===== src/include/arcade_input_consts.svh =====
/*
 * arcade input constants
 * bridge addresses, snac config fields, stick thresholds and timer lengths
 */

`ifndef ARCADE_INPUT_CONSTS_SVH
`define ARCADE_INPUT_CONSTS_SVH

////////////////////
// bridge addresses
////////////////////

`define ADDR_LIVES          32'h2000_0000
`define ADDR_DIFFICULTY     32'h3000_0000
`define ADDR_BONUS          32'h4000_0000
`define ADDR_DEMO_SOUNDS    32'h5000_0000
`define ADDR_SNAC_ENABLE    32'hF200_0000
`define ADDR_SNAC_CONFIG    32'hF700_0000
`define ADDR_MANUAL_RESET   32'h8000_0000

// snac config word, type in 4:0, assignment in 9:8
`define SNAC_TYPE_LSB       0
`define SNAC_ASSIGN_LSB     8

////////////////////
// stick and controller
////////////////////

// left stick idles near 0x7f
`define STICK_LOW           8'h40
`define STICK_HIGH          8'hC0

`define SNAC_TYPE_NONE      5'h00
`define SNAC_TYPE_ANALOG_A  5'h12
`define SNAC_TYPE_ANALOG_B  5'h13

////////////////////
// timers, in clk_74a cycles
////////////////////

`define COIN_PULSE_CYCLES   16
`define RESET_HOLD_CYCLES   32

`endif


===== src/logic/arcade_input_pkg.sv =====
/*
 * arcade input package
 * shared types for the player control path and the settings block
 */

package arcade_input_pkg;

    // pocket / snac button bitmap
    // 0-3 up down left right, 4 a, 9 r1, 14 select (coin), 15 start
    typedef logic [15:0] key_word_t;

    // stick word, left x in 7:0 and left y in 15:8
    typedef logic [31:0] joy_word_t;

    // one unsigned stick axis
    typedef logic [7:0] axis_t;

    // snac controller type code
    typedef logic [4:0] cont_type_t;

    // which snac port feeds which player
    typedef enum logic [1:0] {
        snac1_to_p1  = 2'd0,
        snac1_to_p2  = 2'd1,
        snac_both    = 2'd2,
        snac_swapped = 2'd3
    } assign_mode_t;

    // game control input, up down left right fire start coin
    typedef logic [6:0] arcade_ctrl_t;

    // dip word as the game sees it
    typedef logic [15:0] dip_word_t;

    // bridge bus
    typedef logic [31:0] bus_addr_t;
    typedef logic [31:0] bus_data_t;

endpackage


===== src/logic/snac_cfg_if.sv =====
/*
 * snac configuration bundle
 * settings block drives it, decoders and player router read it
 */

`timescale 1ns/100ps

interface snac_cfg_if import arcade_input_pkg::*; ();

    logic         snac_ena;
    cont_type_t   cont_type;
    assign_mode_t assign_mode;
    // analog stick type, worked out once in the settings block
    logic         is_analog;

    modport settings_src (
        output snac_ena,
        output cont_type,
        output assign_mode,
        output is_analog
    );

    // decoders only care whether the stick replaces the d-pad
    modport decode (
        input is_analog
    );

    modport route (
        input snac_ena,
        input cont_type,
        input assign_mode
    );

endinterface


===== src/logic/arcade_controls.sv =====
/*
 * arcade controls
 * game input word from player 1, stretched coin pulse
 * and the r1 credits-pause toggle
 */

`timescale 1ns/100ps

`include "arcade_input_consts.svh"

module arcade_controls import arcade_input_pkg::*; (
    input  logic         clk_74a,
    input  logic         reset,
    input  key_word_t    p1_controls,
    input  key_word_t    p2_controls,
    output arcade_ctrl_t game_controls,
    output logic         credits_pause
);

    localparam int PULSE_W = $clog2(`COIN_PULSE_CYCLES + 1);

    logic [5:0]         ctrl_q;
    logic               coin_prev;
    logic               coin_fall;
    logic [PULSE_W-1:0] pulse_cnt;
    logic               coin_pulse;
    logic               p1_r1_prev;
    logic               p2_r1_prev;
    logic               r1_rise;

    ////////////////////
    // direction, fire, start
    ////////////////////

    always_ff @(posedge clk_74a) begin
        if (reset) begin
            ctrl_q <= '0;
        end else begin
            // up down left right fire start
            ctrl_q <= {p1_controls[0], p1_controls[1], p1_controls[2],
                       p1_controls[3], p1_controls[4], p1_controls[15]};
        end
    end

    ////////////////////
    // coin pulse
    ////////////////////

    // coin counts on release of select
    assign coin_fall = coin_prev && !p1_controls[14];

    always_ff @(posedge clk_74a) begin
        if (reset) begin
            coin_prev <= 1'b0;
            pulse_cnt <= '0;
        end else begin
            coin_prev <= p1_controls[14];
            if (pulse_cnt != '0) begin
                // busy, new releases dropped
                pulse_cnt <= pulse_cnt - 1'b1;
            end else if (coin_fall) begin
                pulse_cnt <= PULSE_W'(`COIN_PULSE_CYCLES);
            end
        end
    end

    assign coin_pulse = pulse_cnt != '0;

    assign game_controls = {ctrl_q, coin_pulse};

    ////////////////////
    // credits pause
    ////////////////////

    // r1 on either player flips it
    assign r1_rise = (p1_controls[9] && !p1_r1_prev) || (p2_controls[9] && !p2_r1_prev);

    always_ff @(posedge clk_74a) begin
        if (reset) begin
            p1_r1_prev    <= 1'b0;
            p2_r1_prev    <= 1'b0;
            credits_pause <= 1'b0;
        end else begin
            p1_r1_prev <= p1_controls[9];
            p2_r1_prev <= p2_controls[9];
            if (r1_rise) begin
                credits_pause <= !credits_pause;
            end
        end
    end

    a_pulse_bound: assert property (@(posedge clk_74a) disable iff (reset)
        pulse_cnt <= PULSE_W'(`COIN_PULSE_CYCLES));

endmodule


===== src/logic/arcade_input_top.sv =====
/*
 * arcade input top
 * settings block, two snac decoders, player router and arcade controls
 */

`timescale 1ns/100ps

module arcade_input_top import arcade_input_pkg::*; (
    input  logic         clk_74a,
    input  logic         reset,
    // bridge
    input  bus_addr_t    bridge_addr,
    input  logic         bridge_wr,
    input  bus_data_t    bridge_wr_data,
    output bus_data_t    bridge_rd_data,
    // pocket controllers
    input  key_word_t    cont1_key,
    input  key_word_t    cont2_key,
    // snac ports, already decoded from the cart port
    input  key_word_t    snac_p1_btn,
    input  joy_word_t    snac_p1_joy,
    input  key_word_t    snac_p2_btn,
    input  joy_word_t    snac_p2_joy,
    // to the game
    output key_word_t    p1_controls,
    output key_word_t    p2_controls,
    output arcade_ctrl_t game_controls,
    output logic         credits_pause,
    output dip_word_t    dip_switches,
    output logic         core_reset
);

    key_word_t snac1_decoded;
    key_word_t snac2_decoded;

    snac_cfg_if cfg_bus ();

    core_settings i_core_settings (
        .clk_74a        (clk_74a),
        .reset          (reset),
        .bridge_addr    (bridge_addr),
        .bridge_wr      (bridge_wr),
        .bridge_wr_data (bridge_wr_data),
        .bridge_rd_data (bridge_rd_data),
        .cfg            (cfg_bus.settings_src),
        .dip_switches   (dip_switches),
        .core_reset     (core_reset)
    );

    ////////////////////
    // snac decode, one per port
    ////////////////////

    snac_dpad_decode snac_p1_decode (
        .clk_74a     (clk_74a),
        .reset       (reset),
        .cfg         (cfg_bus.decode),
        .snac_btn    (snac_p1_btn),
        .snac_joy    (snac_p1_joy),
        .decoded_btn (snac1_decoded)
    );

    snac_dpad_decode snac_p2_decode (
        .clk_74a     (clk_74a),
        .reset       (reset),
        .cfg         (cfg_bus.decode),
        .snac_btn    (snac_p2_btn),
        .snac_joy    (snac_p2_joy),
        .decoded_btn (snac2_decoded)
    );

    player_route i_player_route (
        .clk_74a     (clk_74a),
        .reset       (reset),
        .cfg         (cfg_bus.route),
        .cont1_key   (cont1_key),
        .cont2_key   (cont2_key),
        .snac1       (snac1_decoded),
        .snac2       (snac2_decoded),
        .p1_controls (p1_controls),
        .p2_controls (p2_controls)
    );

    arcade_controls i_arcade_controls (
        .clk_74a       (clk_74a),
        .reset         (reset),
        .p1_controls   (p1_controls),
        .p2_controls   (p2_controls),
        .game_controls (game_controls),
        .credits_pause (credits_pause)
    );

endmodule


===== src/logic/core_settings.sv =====
/*
 * core settings
 * bridge-written dip and snac registers, read mux,
 * dip word assembly and the manual reset hold timer
 */

`timescale 1ns/100ps

`include "arcade_input_consts.svh"

module core_settings import arcade_input_pkg::*; (
    input  logic           clk_74a,
    input  logic           reset,
    input  bus_addr_t      bridge_addr,
    input  logic           bridge_wr,
    input  bus_data_t      bridge_wr_data,
    output bus_data_t      bridge_rd_data,
    snac_cfg_if.settings_src cfg,
    output dip_word_t      dip_switches,
    output logic           core_reset
);

    localparam int HOLD_W = $clog2(`RESET_HOLD_CYCLES);

    logic [1:0]   lives;
    logic [2:0]   difficulty;
    logic [2:0]   bonus;
    logic         demo_sounds;
    logic         snac_ena_q;
    cont_type_t   cont_type_q;
    assign_mode_t assign_mode_q;

    logic              hold_active;
    logic [HOLD_W-1:0] hold_cnt;
    logic              reset_wr;

    ////////////////////
    // setting registers
    ////////////////////

    always_ff @(posedge clk_74a) begin
        if (reset) begin
            lives         <= '0;
            difficulty    <= '0;
            bonus         <= '0;
            demo_sounds   <= 1'b0;
            snac_ena_q    <= 1'b0;
            cont_type_q   <= `SNAC_TYPE_NONE;
            assign_mode_q <= snac1_to_p1;
        end else if (bridge_wr) begin
            // unlisted addresses fall through untouched
            case (bridge_addr)
                `ADDR_LIVES:       lives       <= bridge_wr_data[1:0];
                `ADDR_DIFFICULTY:  difficulty  <= bridge_wr_data[2:0];
                `ADDR_BONUS:       bonus       <= bridge_wr_data[2:0];
                `ADDR_DEMO_SOUNDS: demo_sounds <= bridge_wr_data[0];
                `ADDR_SNAC_ENABLE: snac_ena_q  <= bridge_wr_data[0];
                `ADDR_SNAC_CONFIG: begin
                    cont_type_q   <= bridge_wr_data[`SNAC_TYPE_LSB +: 5];
                    assign_mode_q <= assign_mode_t'(bridge_wr_data[`SNAC_ASSIGN_LSB +: 2]);
                end
                default: ;
            endcase
        end
    end

    // read back only the snac fields
    always_comb begin
        bridge_rd_data = '0;
        case (bridge_addr)
            `ADDR_SNAC_ENABLE: bridge_rd_data[0] = snac_ena_q;
            `ADDR_SNAC_CONFIG: begin
                bridge_rd_data[`SNAC_TYPE_LSB +: 5]   = cont_type_q;
                bridge_rd_data[`SNAC_ASSIGN_LSB +: 2] = assign_mode_q;
            end
            default: ;
        endcase
    end

    assign cfg.snac_ena    = snac_ena_q;
    assign cfg.cont_type   = cont_type_q;
    assign cfg.assign_mode = assign_mode_q;
    // both analog pad types use the left stick
    assign cfg.is_analog   = (cont_type_q == `SNAC_TYPE_ANALOG_A) ||
                             (cont_type_q == `SNAC_TYPE_ANALOG_B);

    // byte-swapped already
    // hi: 00, difficulty, bonus / lo: demo, 0, lives, 0000
    assign dip_switches = {2'b00, difficulty, bonus, demo_sounds, 1'b0, lives, 4'b0000};

    ////////////////////
    // manual reset hold
    ////////////////////

    assign reset_wr = bridge_wr && (bridge_addr == `ADDR_MANUAL_RESET);

    always_ff @(posedge clk_74a) begin
        if (reset) begin
            hold_active <= 1'b0;
            hold_cnt    <= '0;
        end else if (!hold_active) begin
            if (reset_wr) begin
                hold_active <= 1'b1;
                hold_cnt    <= HOLD_W'(`RESET_HOLD_CYCLES - 1);
            end
        end else if (hold_cnt == '0) begin
            hold_active <= 1'b0;
        end else begin
            // further reset writes ignored here
            hold_cnt <= hold_cnt - 1'b1;
        end
    end

    assign core_reset = reset | hold_active;

    // board reset always reaches the core
    a_reset_passes: assert property (@(posedge clk_74a) reset |-> core_reset);

    // an accepted reset write holds the core for the full count, then lets go
    a_hold_length: assert property (@(posedge clk_74a) disable iff (reset)
        (reset_wr && !hold_active) |=> core_reset [*`RESET_HOLD_CYCLES] ##1 !core_reset);

endmodule


===== src/logic/player_route.sv =====
/*
 * player router
 * merges decoded snac players and pocket keys into p1/p2 control words
 */

`timescale 1ns/100ps

`include "arcade_input_consts.svh"

module player_route import arcade_input_pkg::*; (
    input  logic      clk_74a,
    input  logic      reset,
    snac_cfg_if.route cfg,
    input  key_word_t cont1_key,
    input  key_word_t cont2_key,
    input  key_word_t snac1,
    input  key_word_t snac2,
    output key_word_t p1_controls,
    output key_word_t p2_controls
);

    logic snac_off;

    // no snac pad configured, pocket keys only
    assign snac_off = !cfg.snac_ena || (cfg.cont_type == `SNAC_TYPE_NONE);

    always_ff @(posedge clk_74a) begin
        if (reset) begin
            p1_controls <= '0;
            p2_controls <= '0;
        end else if (snac_off) begin
            p1_controls <= cont1_key;
            p2_controls <= cont2_key;
        end else begin
            case (cfg.assign_mode)
                // snac1 on p1, pocket on p2
                snac1_to_p1: begin
                    p1_controls <= snac1;
                    p2_controls <= cont1_key;
                end
                // pocket on p1, decoded snac1 on p2
                snac1_to_p2: begin
                    p1_controls <= cont1_key;
                    p2_controls <= snac1;
                end
                snac_both: begin
                    p1_controls <= snac1;
                    p2_controls <= snac2;
                end
                // both snac ports, crossed
                snac_swapped: begin
                    p1_controls <= snac2;
                    p2_controls <= snac1;
                end
                default: begin
                    p1_controls <= cont1_key;
                    p2_controls <= cont2_key;
                end
            endcase
        end
    end

    // mode comes from a bridge register, must be defined once out of reset
    a_mode_known: assert property (@(posedge clk_74a) disable iff (reset)
        !$isunknown(cfg.assign_mode));

endmodule


===== src/logic/snac_dpad_decode.sv =====
/*
 * snac d-pad decoder
 * picks digital d-pad or thresholded left stick for one snac player
 */

`timescale 1ns/100ps

`include "arcade_input_consts.svh"

module snac_dpad_decode import arcade_input_pkg::*; (
    input  logic       clk_74a,
    input  logic       reset,
    snac_cfg_if.decode cfg,
    input  key_word_t  snac_btn,
    input  joy_word_t  snac_joy,
    output key_word_t  decoded_btn
);

    axis_t stick_x;
    axis_t stick_y;
    logic  stick_up;
    logic  stick_down;
    logic  stick_left;
    logic  stick_right;

    // left stick only
    assign stick_x = snac_joy[7:0];
    assign stick_y = snac_joy[15:8];

    // 0x00 up/left, 0xff down/right
    // threshold values themselves count as centre
    assign stick_up    = stick_y < `STICK_LOW;
    assign stick_down  = stick_y > `STICK_HIGH;
    assign stick_left  = stick_x < `STICK_LOW;
    assign stick_right = stick_x > `STICK_HIGH;

    always_ff @(posedge clk_74a) begin
        if (reset) begin
            decoded_btn <= '0;
        end else if (cfg.is_analog) begin
            // buttons pass, directions from the stick
            decoded_btn <= {snac_btn[15:4], stick_right, stick_left, stick_down, stick_up};
        end else begin
            decoded_btn <= snac_btn;
        end
    end

endmodule


===== config.mk =====
export PLATFORM = sky130hd
export DESIGN_NAME = arcade_input_top
export DESIGN_NICKNAME = d
export VERILOG_FILES = /design/src/logic/arcade_input_pkg.sv /design/src/logic/snac_cfg_if.sv /design/src/logic/arcade_controls.sv /design/src/logic/arcade_input_top.sv /design/src/logic/core_settings.sv /design/src/logic/player_route.sv /design/src/logic/snac_dpad_decode.sv
export VERILOG_INCLUDE_DIRS = /design/src /design/src/include
export SDC_FILE = /design/constraint.sdc
export NUM_CORES = 1
export LEC_CHECK = 0
export ABC_AREA = 1
export BUFFER_PORTS_ARGS = -buffer_cell sky130_fd_sc_hd__buf_2
export CAP_MARGIN = 10
export CORE_AREA = 2 2 111 113
export DETAILED_ROUTE_END_ITERATION = 7
export DIE_AREA = 0 0 113 115
export GPL_TIMING_DRIVEN = 0
export PLACE_DENSITY = 0.79
export SETUP_SLACK_MARGIN = 0.5
export SYNTH_ARGS = -nofsm -noshare
export SYNTH_HDL_FRONTEND = slang
export SYNTH_SLANG_ARGS = --single-unit

===== constraint.sdc =====
create_clock -name clk_74a -period 1.47 [get_ports clk_74a]
set_input_delay 0.294 -clock clk_74a [delete_from_list [all_inputs] [get_ports clk_74a]]
set_output_delay 0.294 -clock clk_74a [all_outputs]
set_load 0.02 [all_outputs]

# Yosys cells after proc, flatten, opt, wreduce, memory -nomap -nowiden
# Index checks and enable logic that the tools add are counted.
totals:
  reg_bits: 102
  output_inout_bits: 89
op_classes:
  n_addsub: 2
  order_cmp: 8
  n_eq_ne: 13
  n_mux: 17
  bitwise_logic: 1
  reduce_logical: 27
ops:
  columns: ["operator", "n"]
  rows:
  - ["$eq A32 B32 Y1 const B", 3]
  - ["$pmux W16 S3", 2]
  - ["$eq A32 B30 Y1 const B", 2]
  - ["$eq A32 B31 Y1 const B", 2]
  - ["$gt A8 B8 Y1 const B", 4]
  - ["$lt A8 B7 Y1 const B", 4]
  - ["$mux W16", 2]
  - ["$mux W5", 5]
  - ["$reduce_and A2 Y1", 7]
  - ["$mux W4", 3]
  - ["$eq A5 B5 Y1 const B", 2]
  - ["$logic_not A5 Y1", 2]
  - ["$sub A5 B1 Y5 const B", 2]
  - ["$logic_not A1 Y1", 5]
  - ["$reduce_bool A5 Y1", 1]
  - ["$eq A2 B2 Y1 const B", 2]
  - ["$logic_and A1 B1 Y1", 4]
  - ["$reduce_bool A2 Y1", 2]
  - ["$reduce_or A2 Y1", 2]
  - ["$logic_or A1 B1 Y1", 3]
  - ["$mux W1", 3]
  - ["$eq A2 B1 Y1 const B", 1]
  - ["$logic_not A2 Y1", 1]
  - ["$mux W2", 1]
  - ["3 further kinds", 3]

# Longest topological paths before layout
logic_depth:
  word_depth: 4
  ltp_mapped: 10
  ltp_nobuf: 10

# Cells and area by module
# Synthesis repeated with hierarchy kept, for this count alone.
hier_totals:
  hier_cells: 792
  area_unflattened_um2: 5376.4
modules_own_cells:
  columns: ["module", "instances", "cells_per_inst", "area_per_inst_um2", "seq_area_each_um2"]
  rows:
  - ["player_route", 1, 321, 2015.7, 640.6]
  - ["core_settings", 1, 264, 1652.8, 460.4]
  - ["snac_dpad_decode", 2, 67, 560.5, 320.3]
  - ["arcade_controls", 1, 73, 586.8, 300.3]

# Worst setup path after synthesis
# Ideal clock, no wire load.
synth_timing:
  path_type: "input -> output"
  startpoint: "in bridge_addr[11]"
  endpoint: "out bridge_rd_data[1]"
  arrival_ps: 1319
  required_time_ps: 1176
  path_slack_ps: -143
  cell_stages: 9
  path_buffers: 0
  path_cell_list: "nor2_1 nand2_1 nor2_2 nand2_4 inv_2 nand3_2 nor2_2 inv_2 nor2_1"
synth_via:
  elab_chain_len: 2
synth_rtl:
  columns: ["element", "line", "text"]
  rows:
  - ["start, declared", "arcade_input_top.sv:12", "input bus_addr_t bridge_addr,"]
  - ["$eq A32 B32 Y1", "core_settings.sv:70", "case (bridge_addr)"]
  - ["$mux W4", "core_settings.sv:70", null]
  - ["end, declared", "arcade_input_top.sv:15", "output bus_data_t bridge_rd_data,"]
# Every way passes these cells.

# Worst setup path after layout
layout_timing:
  startpoint: "in bridge_addr[30]"
  endpoint: "out bridge_rd_data[2]"
# Same word-level chain as after synthesis.

==> metrics.txt <==
Slew Limit Headroom=0.438; VDD IR max=0.573 mV; CP max-delay cell=nor2_2; post-route ant nets=0; min cycle time layout=1660 ps; total power=7.73 mW; Critical Path Sink Type=output pin; reg2reg path depth=12; clk sinks=102; drt wl/cell=18.4 um; All-Layer GR Usage=0.272; slowest stage delay, CP=220 ps; clock transition at the registers of the reported paths=70 ps; hold depth=3; status=complete, but fails checks; worst min-delay path category=in -> reg; DRC=15; initial antenna violation count=1; dominant cells by area after synthesis=dfxtp_1, nand2_1, nor2_1, nand3_1, inv_1; first-pass GRT wire length=27.9 mm; Critical Path RT=1180 ps; Tcrit/Tclk final=1.13; crit-path max FO=6; Util after Layout=0.744; Core ar.=11800 sq um; Max Slew Vio Count=0; met1 wire length=7.56 mm; CTS max path bufs=2; port buffer count=193; DIE AREA=13000 sq um; Mean Syn Cell Area=7.16 sq um; Nets=1160; Final setup viols=11; top_reg_cell synth=dfxtp_1; post-synthesis sequential area ratio=0.424; Critical R2R Capture=i_arcade_controls.pulse_cnt[1]$_SDFFE_PP0P_; Worst Hold End=snac_p2_decode.decoded_btn[12]$_SDFF_PP0_; Final Hold Viols=0; failing checks=DRC, setup timing; crit path launch type=input pin; Via density=5.42; CP most frequent cell=nor2_4; EDFF count, synth=0; GR Overflow Total=0; flop2flop setup slack=-150 ps; unrepaired setup endpoints after global routing=true; die height=115 um; Cells after Synth=672; layout cells sized above 1=0.606; hold_sp=snac_p2_btn[12]; Placed Instance Area=6380 sq um; number of global-route vias before repair=5667; Setup Skew=7.32 ps; gpl congestion=0.867; largest net degree at the start of global routing=18; Netlist cell types=35; Site Rows=40; H-tree depth=3; Worst-Margin Slew=844 ps; Worst R2R Start=i_arcade_controls.pulse_cnt[0]$_SDFFE_PP0P_; leakage=4.24 nW; Top Layer Used=met4; Iteration-0 DRC Markers=750; Initial Util=0.407; DR vias=6049; cell taking the most area after synthesis=dfxtp_1; Area Growth Syn to Fin=82.7%; Finished Layout Cells=1116; cell area after synthesis=4810 sq um; metal2 WL=10.2 mm; pre-CTS setup slack=-385 ps; TritonCTS clock tree=built; #FFs+latches synth=102; Fmax achieved=602 MHz; hold_buf cts=0; Die Width=113 um; Cell Pwr Density=879 nW/um^2; proportion of netlist area held by the largest area contributor=0.424; cell area after layout=8790 sq um; crit-path cells=buf_2 -> nand3_1 -> nor2_2 -> nand3_4 -> nor2_4 -> inv_6 -> nor2_4 -> buf_6; met3 routed WL=1.71 mm; warning count from the yosys run=0; FFs w/ async S/R, synth=0; I/O pins=284; hpwl dp=11.2 mm; routed wire length=20.6 mm; Max Cap Viol=0; root buf cell=clkbuf_16; drt first pass iters=8; Worst Slack Setup Final=-190 ps; later-pin clock latency in the skew report=350 ps; number of buffers created by CTS=9; critical path class=in -> out; WP data arrival=1370 ps; placed cells=1043
[cell families after synthesis]
group	Yosys count	share of synthesized area
other cells	1	0.000779
flops	102	0.424
buf+inv	142	0.143
simple gates	299	0.277
compound gates	124	0.146
fa+ha+maj	2	0.00520
xor+xnor	2	0.00364
[critical path, delay by kind of cell]
kind                   cells  cell delay [ps]
buffers and inverters      3              360
and+or+nand+nor            5              720
[per-layer routing]
metal	GRT usage	up-vias
li1	-	2701
met5	0	-
met3	0.0548	109
met2	0.468	422
met1	0.320	2817
met4	0.148	0
[final cells by class]
cell class / instances / area (sq um)
sequential: 102 / 2130
clock inverter: 5 / 88.8
multi-input combinational: 459 / 3250
antenna: 1 / 2.50
fill: 763 / 3020
tap: 147 / 184
buffer: 65 / 576
clock buffer: 11 / 243
inverter: 77 / 302
timing repair buffer: 249 / 2020
[timing repair]
item	CTS	global route
cloned	6	1
resized for setup	357	94
endpoints found under the setup margin	123	129
setup buffers	38	11
pin swaps	65	43
[sequential cells by signal, indices dropped and copies added (netlist names), 2 cells and up]
signal                           count
i_player_route.p1_controls          16
i_player_route.p2_controls          16
snac_p1_decode.decoded_btn          16
snac_p2_decode.decoded_btn          16
i_arcade_controls.ctrl_q             6
i_arcade_controls.pulse_cnt          5
i_core_settings.cfg.cont_type        5
i_core_settings.hold_cnt             5
i_core_settings.bonus                3
i_core_settings.difficulty           3
i_core_settings.cfg.assign_mode      2
i_core_settings.lives                2
[cells in the final DEF, fill, tap and decap left out, types with 5 or more instances in the layout]
master	netlist	routed
buf_2	8	126
buf_6	1	91
nand2_1	106	71
inv_1	74	64
nor2_1	98	61
buf_4	36	61
dfxtp_2	0	55
dfxtp_1	102	43
nand3_1	60	39
nor2_4	4	35
a21oi_2	0	33
conb_1	1	32
nand2_4	1	24
o21ai_2	0	19
nand3_2	1	18
nand2_2	4	16
nor2_2	8	14
o21ai_1	2	13
a22oi_1	13	13
clkbuf_16	0	11
inv_2	3	9
buf_12	0	9
a31oi_4	0	9
clkbuf_2	1	8
o21ai_0	43	7
a21oi_1	40	7
clkbuf_8	0	6
o21ai_4	0	6
clkbuf_4	0	5
[cells in the mapped netlist, types with 2 or more instances]
cell type    n
nand2_1    106
dfxtp_1    102
nor2_1      98
inv_1       74
nand3_1     60
o21ai_0     43
a21oi_1     40
buf_4       36
clkbuf_1    19
a22oi_1     13
a31oi_1     13
buf_2        8
nor2_2       8
o22ai_1      7
nand2_2      4
nand4_1      4
nor2_4       4
nor3_1       4
nor4_1       4
o211a_1      4
inv_2        3
ha_1         2
nor3_2       2
o21ai_1      2
xnor2_1      2
[where the power goes]
group	leakage [nW]	internal [mW]	total, mW	switching (mW)
combinational	3.21	1.03	2.03	0.993
clock	0.162	1.56	2.68	1.12
sequential	0.864	2.92	3.02	0.104
[worst max path at each step]
stage	from	end	depth (start not counted)
final	bridge_addr[30]	bridge_rd_data[2]	8
after global routing	bridge_addr[11]	bridge_rd_data[1]	11
after CTS	bridge_addr[12]	bridge_rd_data[1]	11
after detailed placement	bridge_addr[9]	bridge_rd_data[1]	11
after global placement	bridge_addr[1]	bridge_rd_data[1]	11
after floorplan	bridge_addr[1]	bridge_rd_data[1]	9
[metrics by stage]
| stage | hold WS, ps | TNS [ps] |
|---|---|---|
| 2_1_floorplan | 401 | -297 |
| 3_3_place_gp | 408 | -2640 |
| 3_5_place_dp | 407 | -3220 |
| 4_1_cts | 139 | -1230 |
| 5_1_grt | 151 | -2660 |
| 6_report | 144 | -1820 |
Note: power is estimated with default switching activity, not from simulation.
